[src/rtl/fetch_pkg.sv]
// fetch front end package: widths, memory bus command enum, fetch slot state enum

package fetch_pkg;

	//////////////////////////////////////////////////
	// widths
	//////////////////////////////////////////////////

	localparam int xlen       = 32;  // address and pc width
	localparam int tag_width  = 4;   // memory response tag, 0 = none
	localparam int data_width = 64;  // memory returns two instructions per beat
	localparam int inst_width = 32;  // one instruction

	//////////////////////////////////////////////////
	// memory bus command
	//////////////////////////////////////////////////

	// the fetch side only ever loads, store is here so the
	// encoding matches the shared memory bus
	typedef enum logic [1:0] {
		bus_none  = 2'h0,  // idle
		bus_load  = 2'h1,  // fetch request
		bus_store = 2'h2   // data side only
	} bus_command_e;

	//////////////////////////////////////////////////
	// fetch slot state
	//////////////////////////////////////////////////

	// lifetime of one queue entry:
	// empty -> wait on accepted load -> ready on tag match -> empty on pop
	typedef enum logic [1:0] {
		slot_empty = 2'h0,  // free for allocation
		slot_wait  = 2'h1,  // load accepted, data pending
		slot_ready = 2'h2   // instruction held for decode
	} slot_state_e;

	// tag value that the memory never hands out
	localparam logic [tag_width-1:0] tag_none = '0;

	// word select inside the 64-bit beat
	localparam int word_sel_bit = 2;

endpackage

[src/rtl/branch_predictor.sv]
// direct-mapped branch target buffer with 2-bit saturating counters, trained from execute

`timescale 1ns/1ps

module branch_predictor #(
	parameter int bp_entries = 16  // power of two
) (
	input  logic                     clock,
	input  logic                     reset,
	input  logic [fetch_pkg::xlen-1:0] pc,            // fetch pc, looked up combinationally
	input  logic                     ex_branch,     // resolved branch in execute
	input  logic [fetch_pkg::xlen-1:0] ex_pc,
	input  logic                     ex_taken,
	input  logic [fetch_pkg::xlen-1:0] ex_target_pc,
	output logic                     predict_taken,
	output logic [fetch_pkg::xlen-1:0] predict_target
);

	import fetch_pkg::*;

	localparam int idx_w = $clog2(bp_entries);
	localparam int tag_w = xlen - idx_w - 2;  // word aligned, low two bits dropped

	//////////////////////////////////////////////////
	// entry storage
	//////////////////////////////////////////////////

	logic [bp_entries-1:0] entry_valid;
	logic [tag_w-1:0]      entry_tag     [bp_entries];
	logic [xlen-1:0]       entry_target  [bp_entries];
	logic [1:0]            entry_counter [bp_entries];  // >= 2 means taken

	logic [idx_w-1:0] rd_idx;
	logic [tag_w-1:0] rd_tag;
	logic [idx_w-1:0] wr_idx;
	logic [tag_w-1:0] wr_tag;
	logic             rd_hit;
	logic             wr_hit;

	assign rd_idx = pc[idx_w+1:2];     // word index bits
	assign rd_tag = pc[xlen-1:idx_w+2];
	assign wr_idx = ex_pc[idx_w+1:2];
	assign wr_tag = ex_pc[xlen-1:idx_w+2];

	assign rd_hit = entry_valid[rd_idx] && (entry_tag[rd_idx] == rd_tag);
	assign wr_hit = entry_valid[wr_idx] && (entry_tag[wr_idx] == wr_tag);

	// lookup
	assign predict_taken  = rd_hit && entry_counter[rd_idx][1];
	assign predict_target = entry_target[rd_idx];

	//////////////////////////////////////////////////
	// training
	//////////////////////////////////////////////////

	always_ff @(posedge clock or posedge reset) begin
		if (reset) begin
			entry_valid <= '0;  // all entries invalid
		end else if (ex_branch) begin
			entry_valid[wr_idx] <= 1'b1;
		end
	end

	// entry payload: tag, target and direction counter
	always_ff @(posedge clock) begin
		if (ex_branch) begin
			entry_tag[wr_idx] <= wr_tag;
			if (!wr_hit) begin
				// new or replaced entry starts weak in the resolved direction
				entry_counter[wr_idx] <= ex_taken ? 2'b10 : 2'b01;
				entry_target[wr_idx]  <= ex_target_pc;
			end else begin
				if (ex_taken && entry_counter[wr_idx] != 2'b11)
					entry_counter[wr_idx] <= entry_counter[wr_idx] + 2'b01;  // saturate up
				else if (!ex_taken && entry_counter[wr_idx] != 2'b00)
					entry_counter[wr_idx] <= entry_counter[wr_idx] - 2'b01;  // saturate down
				if (ex_taken)
					entry_target[wr_idx] <= ex_target_pc;  // keep latest taken target
			end
		end
	end

endmodule

[src/rtl/fetch_drain.sv]
// head pointer, head slot selection and decode-side valid/ready handshake

`timescale 1ns/1ps

module fetch_drain #(
	parameter int queue_depth = 4
) (
	input  logic                                              clock,
	input  logic                                              reset,
	input  logic                                              flush,
	input  logic                                              decode_ready,
	input  logic [queue_depth-1:0]                            slot_ready_vec,
	input  logic [queue_depth-1:0][fetch_pkg::xlen-1:0]       slot_pc,
	input  logic [queue_depth-1:0][fetch_pkg::inst_width-1:0] slot_inst,
	input  logic [queue_depth-1:0]                            slot_predict_taken,
	input  logic [queue_depth-1:0][fetch_pkg::xlen-1:0]       slot_predict_target,
	output logic                                              if_valid,
	output logic [fetch_pkg::xlen-1:0]                        if_pc,
	output logic [fetch_pkg::xlen-1:0]                        if_npc,
	output logic [fetch_pkg::inst_width-1:0]                  if_inst,
	output logic                                              if_predict_taken,
	output logic [fetch_pkg::xlen-1:0]                        if_predict_target,
	output logic                                              pop,
	output logic [queue_depth-1:0]                            release_vec  // one-hot
);

	import fetch_pkg::*;

	localparam int idx_w = $clog2(queue_depth);

	logic [idx_w-1:0] head;  // oldest in-flight fetch

	//////////////////////////////////////////////////
	// head mux onto decode
	//////////////////////////////////////////////////

	assign if_valid          = slot_ready_vec[head];  // head data arrived
	assign if_pc             = slot_pc[head];
	assign if_npc            = slot_pc[head] + xlen'(4);
	assign if_inst           = slot_inst[head];
	assign if_predict_taken  = slot_predict_taken[head];
	assign if_predict_target = slot_predict_target[head];

	assign pop         = if_valid && decode_ready;  // transfer on this edge
	assign release_vec = pop ? ({{(queue_depth-1){1'b0}}, 1'b1} << head) : '0;

	always_ff @(posedge clock or posedge reset) begin
		if (reset)
			head <= '0;
		else if (flush)
			head <= '0;
		else if (pop)
			head <= head + idx_w'(1);  // wraps with the ring
	end

	// stalled head holds until decode takes it
	a_stall_stable: assert property (@(posedge clock) disable iff (reset)
		if_valid && !decode_ready && !flush |=> if_valid && $stable(if_pc) && $stable(if_inst));

endmodule

[src/rtl/fetch_pc_gen.sv]
// pc register, next-pc choice, memory load request, tail pointer and queue occupancy

`timescale 1ns/1ps

module fetch_pc_gen #(
	parameter int queue_depth = 4  // power of two
) (
	input  logic                              clock,
	input  logic                              reset,
	input  logic                              predict_taken,
	input  logic [fetch_pkg::xlen-1:0]        predict_target,
	input  logic                              branch_misprediction,  // flush from execute
	input  logic [fetch_pkg::xlen-1:0]        ex_target_pc,
	input  logic [fetch_pkg::tag_width-1:0]   mem_response,          // nonzero = accepted
	input  logic                              pop,                   // head slot handed to decode
	output logic [fetch_pkg::xlen-1:0]        pc,
	output fetch_pkg::bus_command_e           mem_command,
	output logic [fetch_pkg::xlen-1:0]        mem_addr,
	output logic                              alloc,
	output logic [$clog2(queue_depth)-1:0]    tail_index,
	output logic [fetch_pkg::xlen-1:0]        alloc_pc,
	output logic [fetch_pkg::tag_width-1:0]   alloc_tag,
	output logic                              alloc_predict_taken,
	output logic [fetch_pkg::xlen-1:0]        alloc_predict_target
);

	import fetch_pkg::*;

	localparam int idx_w = $clog2(queue_depth);
	localparam int cnt_w = idx_w + 1;  // counts 0 .. queue_depth

	logic [idx_w-1:0] tail;
	logic [cnt_w-1:0] occupancy;
	logic             fetch_enable;  // low for the reset cycle
	logic             queue_full;
	logic             issue;
	logic [xlen-1:0]  next_pc;

	//////////////////////////////////////////////////
	// request side
	//////////////////////////////////////////////////

	assign queue_full = (occupancy == cnt_w'(queue_depth));
	// no new load in a flush cycle, its slot would be wiped anyway
	assign issue       = fetch_enable && !queue_full && !branch_misprediction;
	assign mem_command = issue ? bus_load : bus_none;
	assign mem_addr    = {pc[xlen-1:3], 3'b000};  // 64-bit aligned beat

	assign alloc                = issue && (mem_response != tag_none);
	assign tail_index           = tail;
	assign alloc_pc             = pc;
	assign alloc_tag            = mem_response;
	assign alloc_predict_taken  = predict_taken;
	assign alloc_predict_target = predict_target;

	// predicted target or fall-through
	assign next_pc = predict_taken ? predict_target : pc + xlen'(4);

	//////////////////////////////////////////////////
	// pc, tail, occupancy
	//////////////////////////////////////////////////

	always_ff @(posedge clock or posedge reset) begin
		if (reset) begin
			pc           <= '0;
			tail         <= '0;
			occupancy    <= '0;
			fetch_enable <= 1'b0;
		end else begin
			fetch_enable <= 1'b1;
			if (branch_misprediction) begin
				pc        <= ex_target_pc;  // redirect wins over everything
				tail      <= '0;
				occupancy <= '0;
			end else begin
				if (alloc) begin
					pc   <= next_pc;  // pc only moves on an accepted load
					tail <= tail + idx_w'(1);
				end
				occupancy <= occupancy + cnt_w'(alloc) - cnt_w'(pop);
			end
		end
	end

	// queue bookkeeping stays in range across pc_gen and drain
	a_occupancy_bound: assert property (@(posedge clock) disable iff (reset)
		occupancy <= cnt_w'(queue_depth));
	a_pop_nonempty: assert property (@(posedge clock) disable iff (reset)
		pop |-> occupancy != '0);

endmodule

[src/rtl/fetch_slot.sv]
// one fetch queue entry: records a tag, waits for its data and holds the fetched word

`timescale 1ns/1ps

module fetch_slot (
	input  logic                             clock,
	input  logic                             reset,
	input  logic                             flush,
	input  logic                             alloc,                 // this slot gets the new load
	input  logic [fetch_pkg::xlen-1:0]       alloc_pc,
	input  logic [fetch_pkg::tag_width-1:0]  alloc_tag,
	input  logic                             alloc_predict_taken,
	input  logic [fetch_pkg::xlen-1:0]       alloc_predict_target,
	input  logic [fetch_pkg::tag_width-1:0]  mem_tag,               // broadcast from memory
	input  logic [fetch_pkg::data_width-1:0] mem_data,
	input  logic                             slot_release,          // popped by drain
	output logic                             ready,
	output logic [fetch_pkg::xlen-1:0]       slot_pc,
	output logic [fetch_pkg::inst_width-1:0] slot_inst,
	output logic                             slot_predict_taken,
	output logic [fetch_pkg::xlen-1:0]       slot_predict_target
);

	import fetch_pkg::*;

	slot_state_e           state;
	logic [tag_width-1:0]  slot_tag;
	logic                  tag_match;

	// tag 0 never matches, the memory uses it for no data
	assign tag_match = (mem_tag != tag_none) && (mem_tag == slot_tag);
	assign ready     = (state == slot_ready);

	//////////////////////////////////////////////////
	// state
	//////////////////////////////////////////////////

	always_ff @(posedge clock or posedge reset) begin
		if (reset) begin
			state <= slot_empty;
		end else if (flush) begin
			state <= slot_empty;  // late data for this tag falls on the floor
		end else begin
			case (state)
				slot_empty: if (alloc)        state <= slot_wait;
				slot_wait:  if (tag_match)    state <= slot_ready;
				slot_ready: if (slot_release) state <= slot_empty;
				default:                      state <= slot_empty;
			endcase
		end
	end

	// payload
	always_ff @(posedge clock) begin
		if (alloc && state == slot_empty) begin
			slot_pc             <= alloc_pc;
			slot_tag            <= alloc_tag;
			slot_predict_taken  <= alloc_predict_taken;
			slot_predict_target <= alloc_predict_target;
		end
		if (state == slot_wait && tag_match)  // pick our half of the beat
			slot_inst <= slot_pc[word_sel_bit] ? mem_data[63:32] : mem_data[31:0];
	end

	a_alloc_empty: assert property (@(posedge clock) disable iff (reset)
		alloc |-> state == slot_empty);
	a_release_ready: assert property (@(posedge clock) disable iff (reset)
		slot_release |-> state == slot_ready);

endmodule

[src/rtl/fetch_stage.sv]
// fetch front end top level: predictor, pc generator, fetch slot ring and drain

`timescale 1ns/1ps

module fetch_stage #(
	parameter int queue_depth = 4,   // fetch slots, power of two
	parameter int bp_entries  = 16   // predictor entries, power of two
) (
	input  logic                             clock,
	input  logic                             reset,
	input  logic                             decode_ready,
	input  logic                             ex_branch,
	input  logic [fetch_pkg::xlen-1:0]       ex_pc,
	input  logic                             ex_taken,
	input  logic [fetch_pkg::xlen-1:0]       ex_target_pc,
	input  logic                             branch_misprediction,
	input  logic [fetch_pkg::tag_width-1:0]  mem_response,
	input  logic [fetch_pkg::tag_width-1:0]  mem_tag,
	input  logic [fetch_pkg::data_width-1:0] mem_data,
	output fetch_pkg::bus_command_e          mem_command,
	output logic [fetch_pkg::xlen-1:0]       mem_addr,
	output logic                             if_valid,
	output logic [fetch_pkg::xlen-1:0]       if_pc,
	output logic [fetch_pkg::xlen-1:0]       if_npc,
	output logic [fetch_pkg::inst_width-1:0] if_inst,
	output logic                             if_predict_taken,
	output logic [fetch_pkg::xlen-1:0]       if_predict_target
);

	import fetch_pkg::*;

	localparam int idx_w = $clog2(queue_depth);

	logic [xlen-1:0]      pc;
	logic                 predict_taken;
	logic [xlen-1:0]      predict_target;
	logic                 alloc;
	logic [idx_w-1:0]     tail_index;
	logic [xlen-1:0]      alloc_pc;
	logic [tag_width-1:0] alloc_tag;
	logic                 alloc_predict_taken;
	logic [xlen-1:0]      alloc_predict_target;
	logic                 pop;

	// per-slot vectors toward the drain
	logic [queue_depth-1:0]                 slot_ready_vec;
	logic [queue_depth-1:0][xlen-1:0]       slot_pc;
	logic [queue_depth-1:0][inst_width-1:0] slot_inst;
	logic [queue_depth-1:0]                 slot_predict_taken;
	logic [queue_depth-1:0][xlen-1:0]       slot_predict_target;
	logic [queue_depth-1:0]                 release_vec;

	branch_predictor #(.bp_entries(bp_entries)) u_bp (
		.clock, .reset, .pc, .ex_branch, .ex_pc, .ex_taken, .ex_target_pc,
		.predict_taken, .predict_target
	);

	fetch_pc_gen #(.queue_depth(queue_depth)) u_pc_gen (
		.clock, .reset, .predict_taken, .predict_target, .branch_misprediction,
		.ex_target_pc, .mem_response, .pop, .pc, .mem_command, .mem_addr, .alloc,
		.tail_index, .alloc_pc, .alloc_tag, .alloc_predict_taken, .alloc_predict_target
	);

	//////////////////////////////////////////////////
	// slot ring
	//////////////////////////////////////////////////

	for (genvar i = 0; i < queue_depth; i++) begin : g_slot
		fetch_slot u_slot (
			.clock, .reset, .flush(branch_misprediction),
			.alloc(alloc && (tail_index == idx_w'(i))),  // tail slot only
			.alloc_pc, .alloc_tag, .alloc_predict_taken, .alloc_predict_target,
			.mem_tag, .mem_data, .slot_release(release_vec[i]),
			.ready(slot_ready_vec[i]), .slot_pc(slot_pc[i]), .slot_inst(slot_inst[i]),
			.slot_predict_taken(slot_predict_taken[i]),
			.slot_predict_target(slot_predict_target[i])
		);
	end

	fetch_drain #(.queue_depth(queue_depth)) u_drain (
		.clock, .reset, .flush(branch_misprediction), .decode_ready, .slot_ready_vec,
		.slot_pc, .slot_inst, .slot_predict_taken, .slot_predict_target,
		.if_valid, .if_pc, .if_npc, .if_inst, .if_predict_taken, .if_predict_target,
		.pop, .release_vec
	);

endmodule

[config.mk]
export PLATFORM = sky130hd
export DESIGN_NAME = fetch_stage
export DESIGN_NICKNAME = d
export VERILOG_FILES = /design/src/rtl/fetch_pkg.sv /design/src/rtl/branch_predictor.sv /design/src/rtl/fetch_drain.sv /design/src/rtl/fetch_pc_gen.sv /design/src/rtl/fetch_slot.sv /design/src/rtl/fetch_stage.sv
export SDC_FILE = /design/constraint.sdc
export NUM_CORES = 2
export LEC_CHECK = 0
export BUFFER_PORTS_ARGS = -buffer_cell sky130_fd_sc_hd__buf_2
export CAP_MARGIN = 5
export CELL_PAD_IN_SITES_DETAIL_PLACEMENT = 1
export CELL_PAD_IN_SITES_GLOBAL_PLACEMENT = 2
export CORE_UTILIZATION = 52
export DETAILED_ROUTE_END_ITERATION = 6
export GPL_ROUTABILITY_DRIVEN = 1
export PLACE_DENSITY_LB_ADDON = 0.08
export SLEW_MARGIN = 25
export SYNTH_ARGS = -nofsm -noshare
export SYNTH_HDL_FRONTEND = slang
export SYNTH_HIERARCHICAL = 1
export SYNTH_SLANG_ARGS = --single-unit
[constraint.sdc]
create_clock -name clock -period 19.6 [get_ports clock]
set_input_delay 1.96 -clock clock [delete_from_list [all_inputs] [get_ports clock]]
set_output_delay 1.96 -clock clock [all_outputs]
set_load 0.005 [all_outputs]
==> run summary <==
Setup Viol. Count Final -> 0
die width -> 348 µm
CTS Buffer Depth -> 3
fin crit period -> 6.73 ns
critical path type -> reg -> out
Psw -> 1.75 mW
core area -> 119000 µm²
VDD IR max -> 92.0 µV
CP Max Fanout -> 40
Post-CTS Setup Bufs -> 0
max-slew violation count -> 0
largest net degree at the start of global routing -> 134
worst skew pair latency -> 0.79 ns
CP required -> 17.64 ns
period utilization -> 34.3%
power share of the clock group -> 39.3%
initial DRC count -> 3008
FF-to-FF setup slack -> 13.57 ns
synthesized area -> 62400 µm²
io pins -> 306
Min Hold Slack -> 0.497 ns
Placer Congestion -> 0.832
Hold/Removal Path Class -> reg -> reg
internal power -> 5.48 mW
vias after detailed routing -> 33100
Slew @ Worst Pin -> 0.978 ns
Critical Path AT -> 4.77 ns
vias in the first global route -> 35100
layout cells sized above 1 -> 36.3%
f_max -> 149 MHz
Clock H-tree levels -> 4
Max-slew headroom -> 34.6%
gr usage total -> 28.6%
initial antenna violation count -> 28
Area after DPL -> 65100 µm²
final core occ -> 59.1%
Die ar. -> 121000 µm²
RR Startpoint -> u_pc_gen/alloc_pc[2]
RSZ-0062 raised after global routing -> false
Buffers on Ports -> 299
Starting Density -> 52.6%
antenna-violating nets left -> 0
Sw Ratio -> 24.2%
setup_tns -> 0 ns
CTS Buf Count -> 152
CP Capture Type -> output pin
Critical Path Source -> u_drain/head[0]
pwr dens -> 103 nW/µm²
Syn. warnings -> 6
cells after synthesis -> 3150
clk_skew -> 0.0285 ns
DP Wirelength -> 103 mm
total power -> 7.22 mW
combinational fraction of design power -> 11.7%
Post-CTS Resized -> 0
Pleak -> 22.9 nW
clock sink count -> 1428
worst setup path endpoint -> if_npc[31]
design area -> 70100 µm²
nets -> 3574
max cap viols -> 0
Vias per Instance -> 6.43
DRC Markers -> 0
# hold bufs at CTS -> 0
DRT Pass-1 Iters -> 5
DR WL/cell -> 33.3 µm
Worst R2R End -> u_pc_gen/alloc_pc[16]
grt ovf -> 0
Worst-path clk slew -> 0.06 ns
Final Hold Fails -> 0
Syn-to-layout area delta -> 12.3%
Reg power frac -> 49.0%
CTS root buf -> clkbuf_16
CP Launch Type -> flip-flop
synthesized area per cell -> 19.8 µm²
R2R cell count -> 13
TritonCTS clock tree -> built
outcome -> finished clean
first-pass GRT wire length -> 248 mm
Core Rows -> 126
Routed WL -> 171 mm
die height -> 348 µm
## per-layer routing
metal  GRT usage [%]  vias to the layer above  routed length (µm)
met5               0                        -                 160
li1                -                    13500                   -
met2            46.0                     1339               83700
met1            40.1                    18000               69800
met3            5.41                      282               12800
met4            8.90                       24                4940
## critical path: stages, from the launching register on
cell,delay [ns]
dfrtp_4,0.71
buf_4,0.70
buf_4,0.80
mux4_2,0.51
nand4_2,0.19
nor2_1,0.34
nand4_1,0.23
xnor2_1,0.27
buf_2,0.15
## flip-flops by register name (all words and copies together), names as in the netlist
name,flops
u_bp/entry_target,512
u_pc_gen/occupancy,3
u_pc_gen/alloc_pc,32
g_slot.u_slot/slot_inst,128
u_bp/entry_counter,32
u_drain/head,2
u_bp/entry_tag,416
g_slot.u_slot/slot_tag,16
g_slot.u_slot/state,8
g_slot.u_slot/slot_predict_taken,4
g_slot.u_slot/slot_pc,128
g_slot.u_slot/slot_predict_target,128
u_pc_gen/fetch_enable,1
u_pc_gen/tail_index,2
u_bp/entry_valid,16
## power by group through the flow
stage          registers [mW]  logic, mW  clock network [mW]
4_1_cts                  3.55      0.838                2.89
2_1_floorplan            3.56      0.576                   0
3_3_place_gp             3.60      0.812                   0
6_report                 3.54      0.846                2.84
5_1_grt                  3.55      0.893                2.99
3_5_place_dp             3.61      0.836                   0
## how the worst min path moves through the flow
stage / startpoint / endpoint / slack (ns) / cells after the start
2_1_floorplan: u_bp/entry_valid[1] / u_bp/entry_valid[1] / 0.45 / 1
3_3_place_gp: u_bp/entry_valid[8] / u_bp/entry_valid[8] / 0.48 / 1
3_5_place_dp: u_bp/entry_valid[14] / u_bp/entry_valid[14] / 0.48 / 1
4_1_cts: u_bp/entry_valid[14] / u_bp/entry_valid[14] / 0.50 / 1
5_1_grt: u_bp/entry_valid[14] / u_bp/entry_valid[14] / 0.52 / 1
6_report: u_bp/entry_valid[14] / u_bp/entry_valid[14] / 0.50 / 1
## cell usage in the layout, fill, tap and decap left out, drive strengths merged, types with 6 or more instances in the layout
master,instances
nor4,18
o22ai,11
or3,6
o211ai,11
ha,10
diode,9
xor2,42
dfrtp,64
and3,16
mux2,145
a22oi,10
a2bb2oi,8
nor2,84
mux2i,77
nor3,30
a21oi,26
nor2b,10
and2,7
mux4,479
clkinvlp,7
nand2b,21
a221oi,11
bufinv,14
o21ai,39
nand4,26
nor3b,10
inv,51
a31oi,10
edfxtp,1364
o41ai,8
a22o,14
nand3,46
buf,385
clkinv,60
or2,7
nand2,79
clkbuf,192
xnor2,73
## per-stage QoR
step | instances | setup WS [ns]
3_3_place_gp | 4865 | 12.36
5_1_grt | 5149 | 12.46
2_1_floorplan | 3153 | 10.81
6_report | 5152 | 12.87
4_1_cts | 5141 | 12.73
3_5_place_dp | 4865 | 12.11
## cell type report
class	count	area, µm²
Clock buffer	191	4080
Sequential cell	1428	42600
Antenna cell	9	22.5
Fill cell	10200	48500
Clock inverter	85	823
Multi-Input combinational cell	1406	18200
Timing Repair Buffer	386	2220
Tap cell	1600	2000
Inverter	47	178
Note: power is estimated with default switching activity, not from simulation.
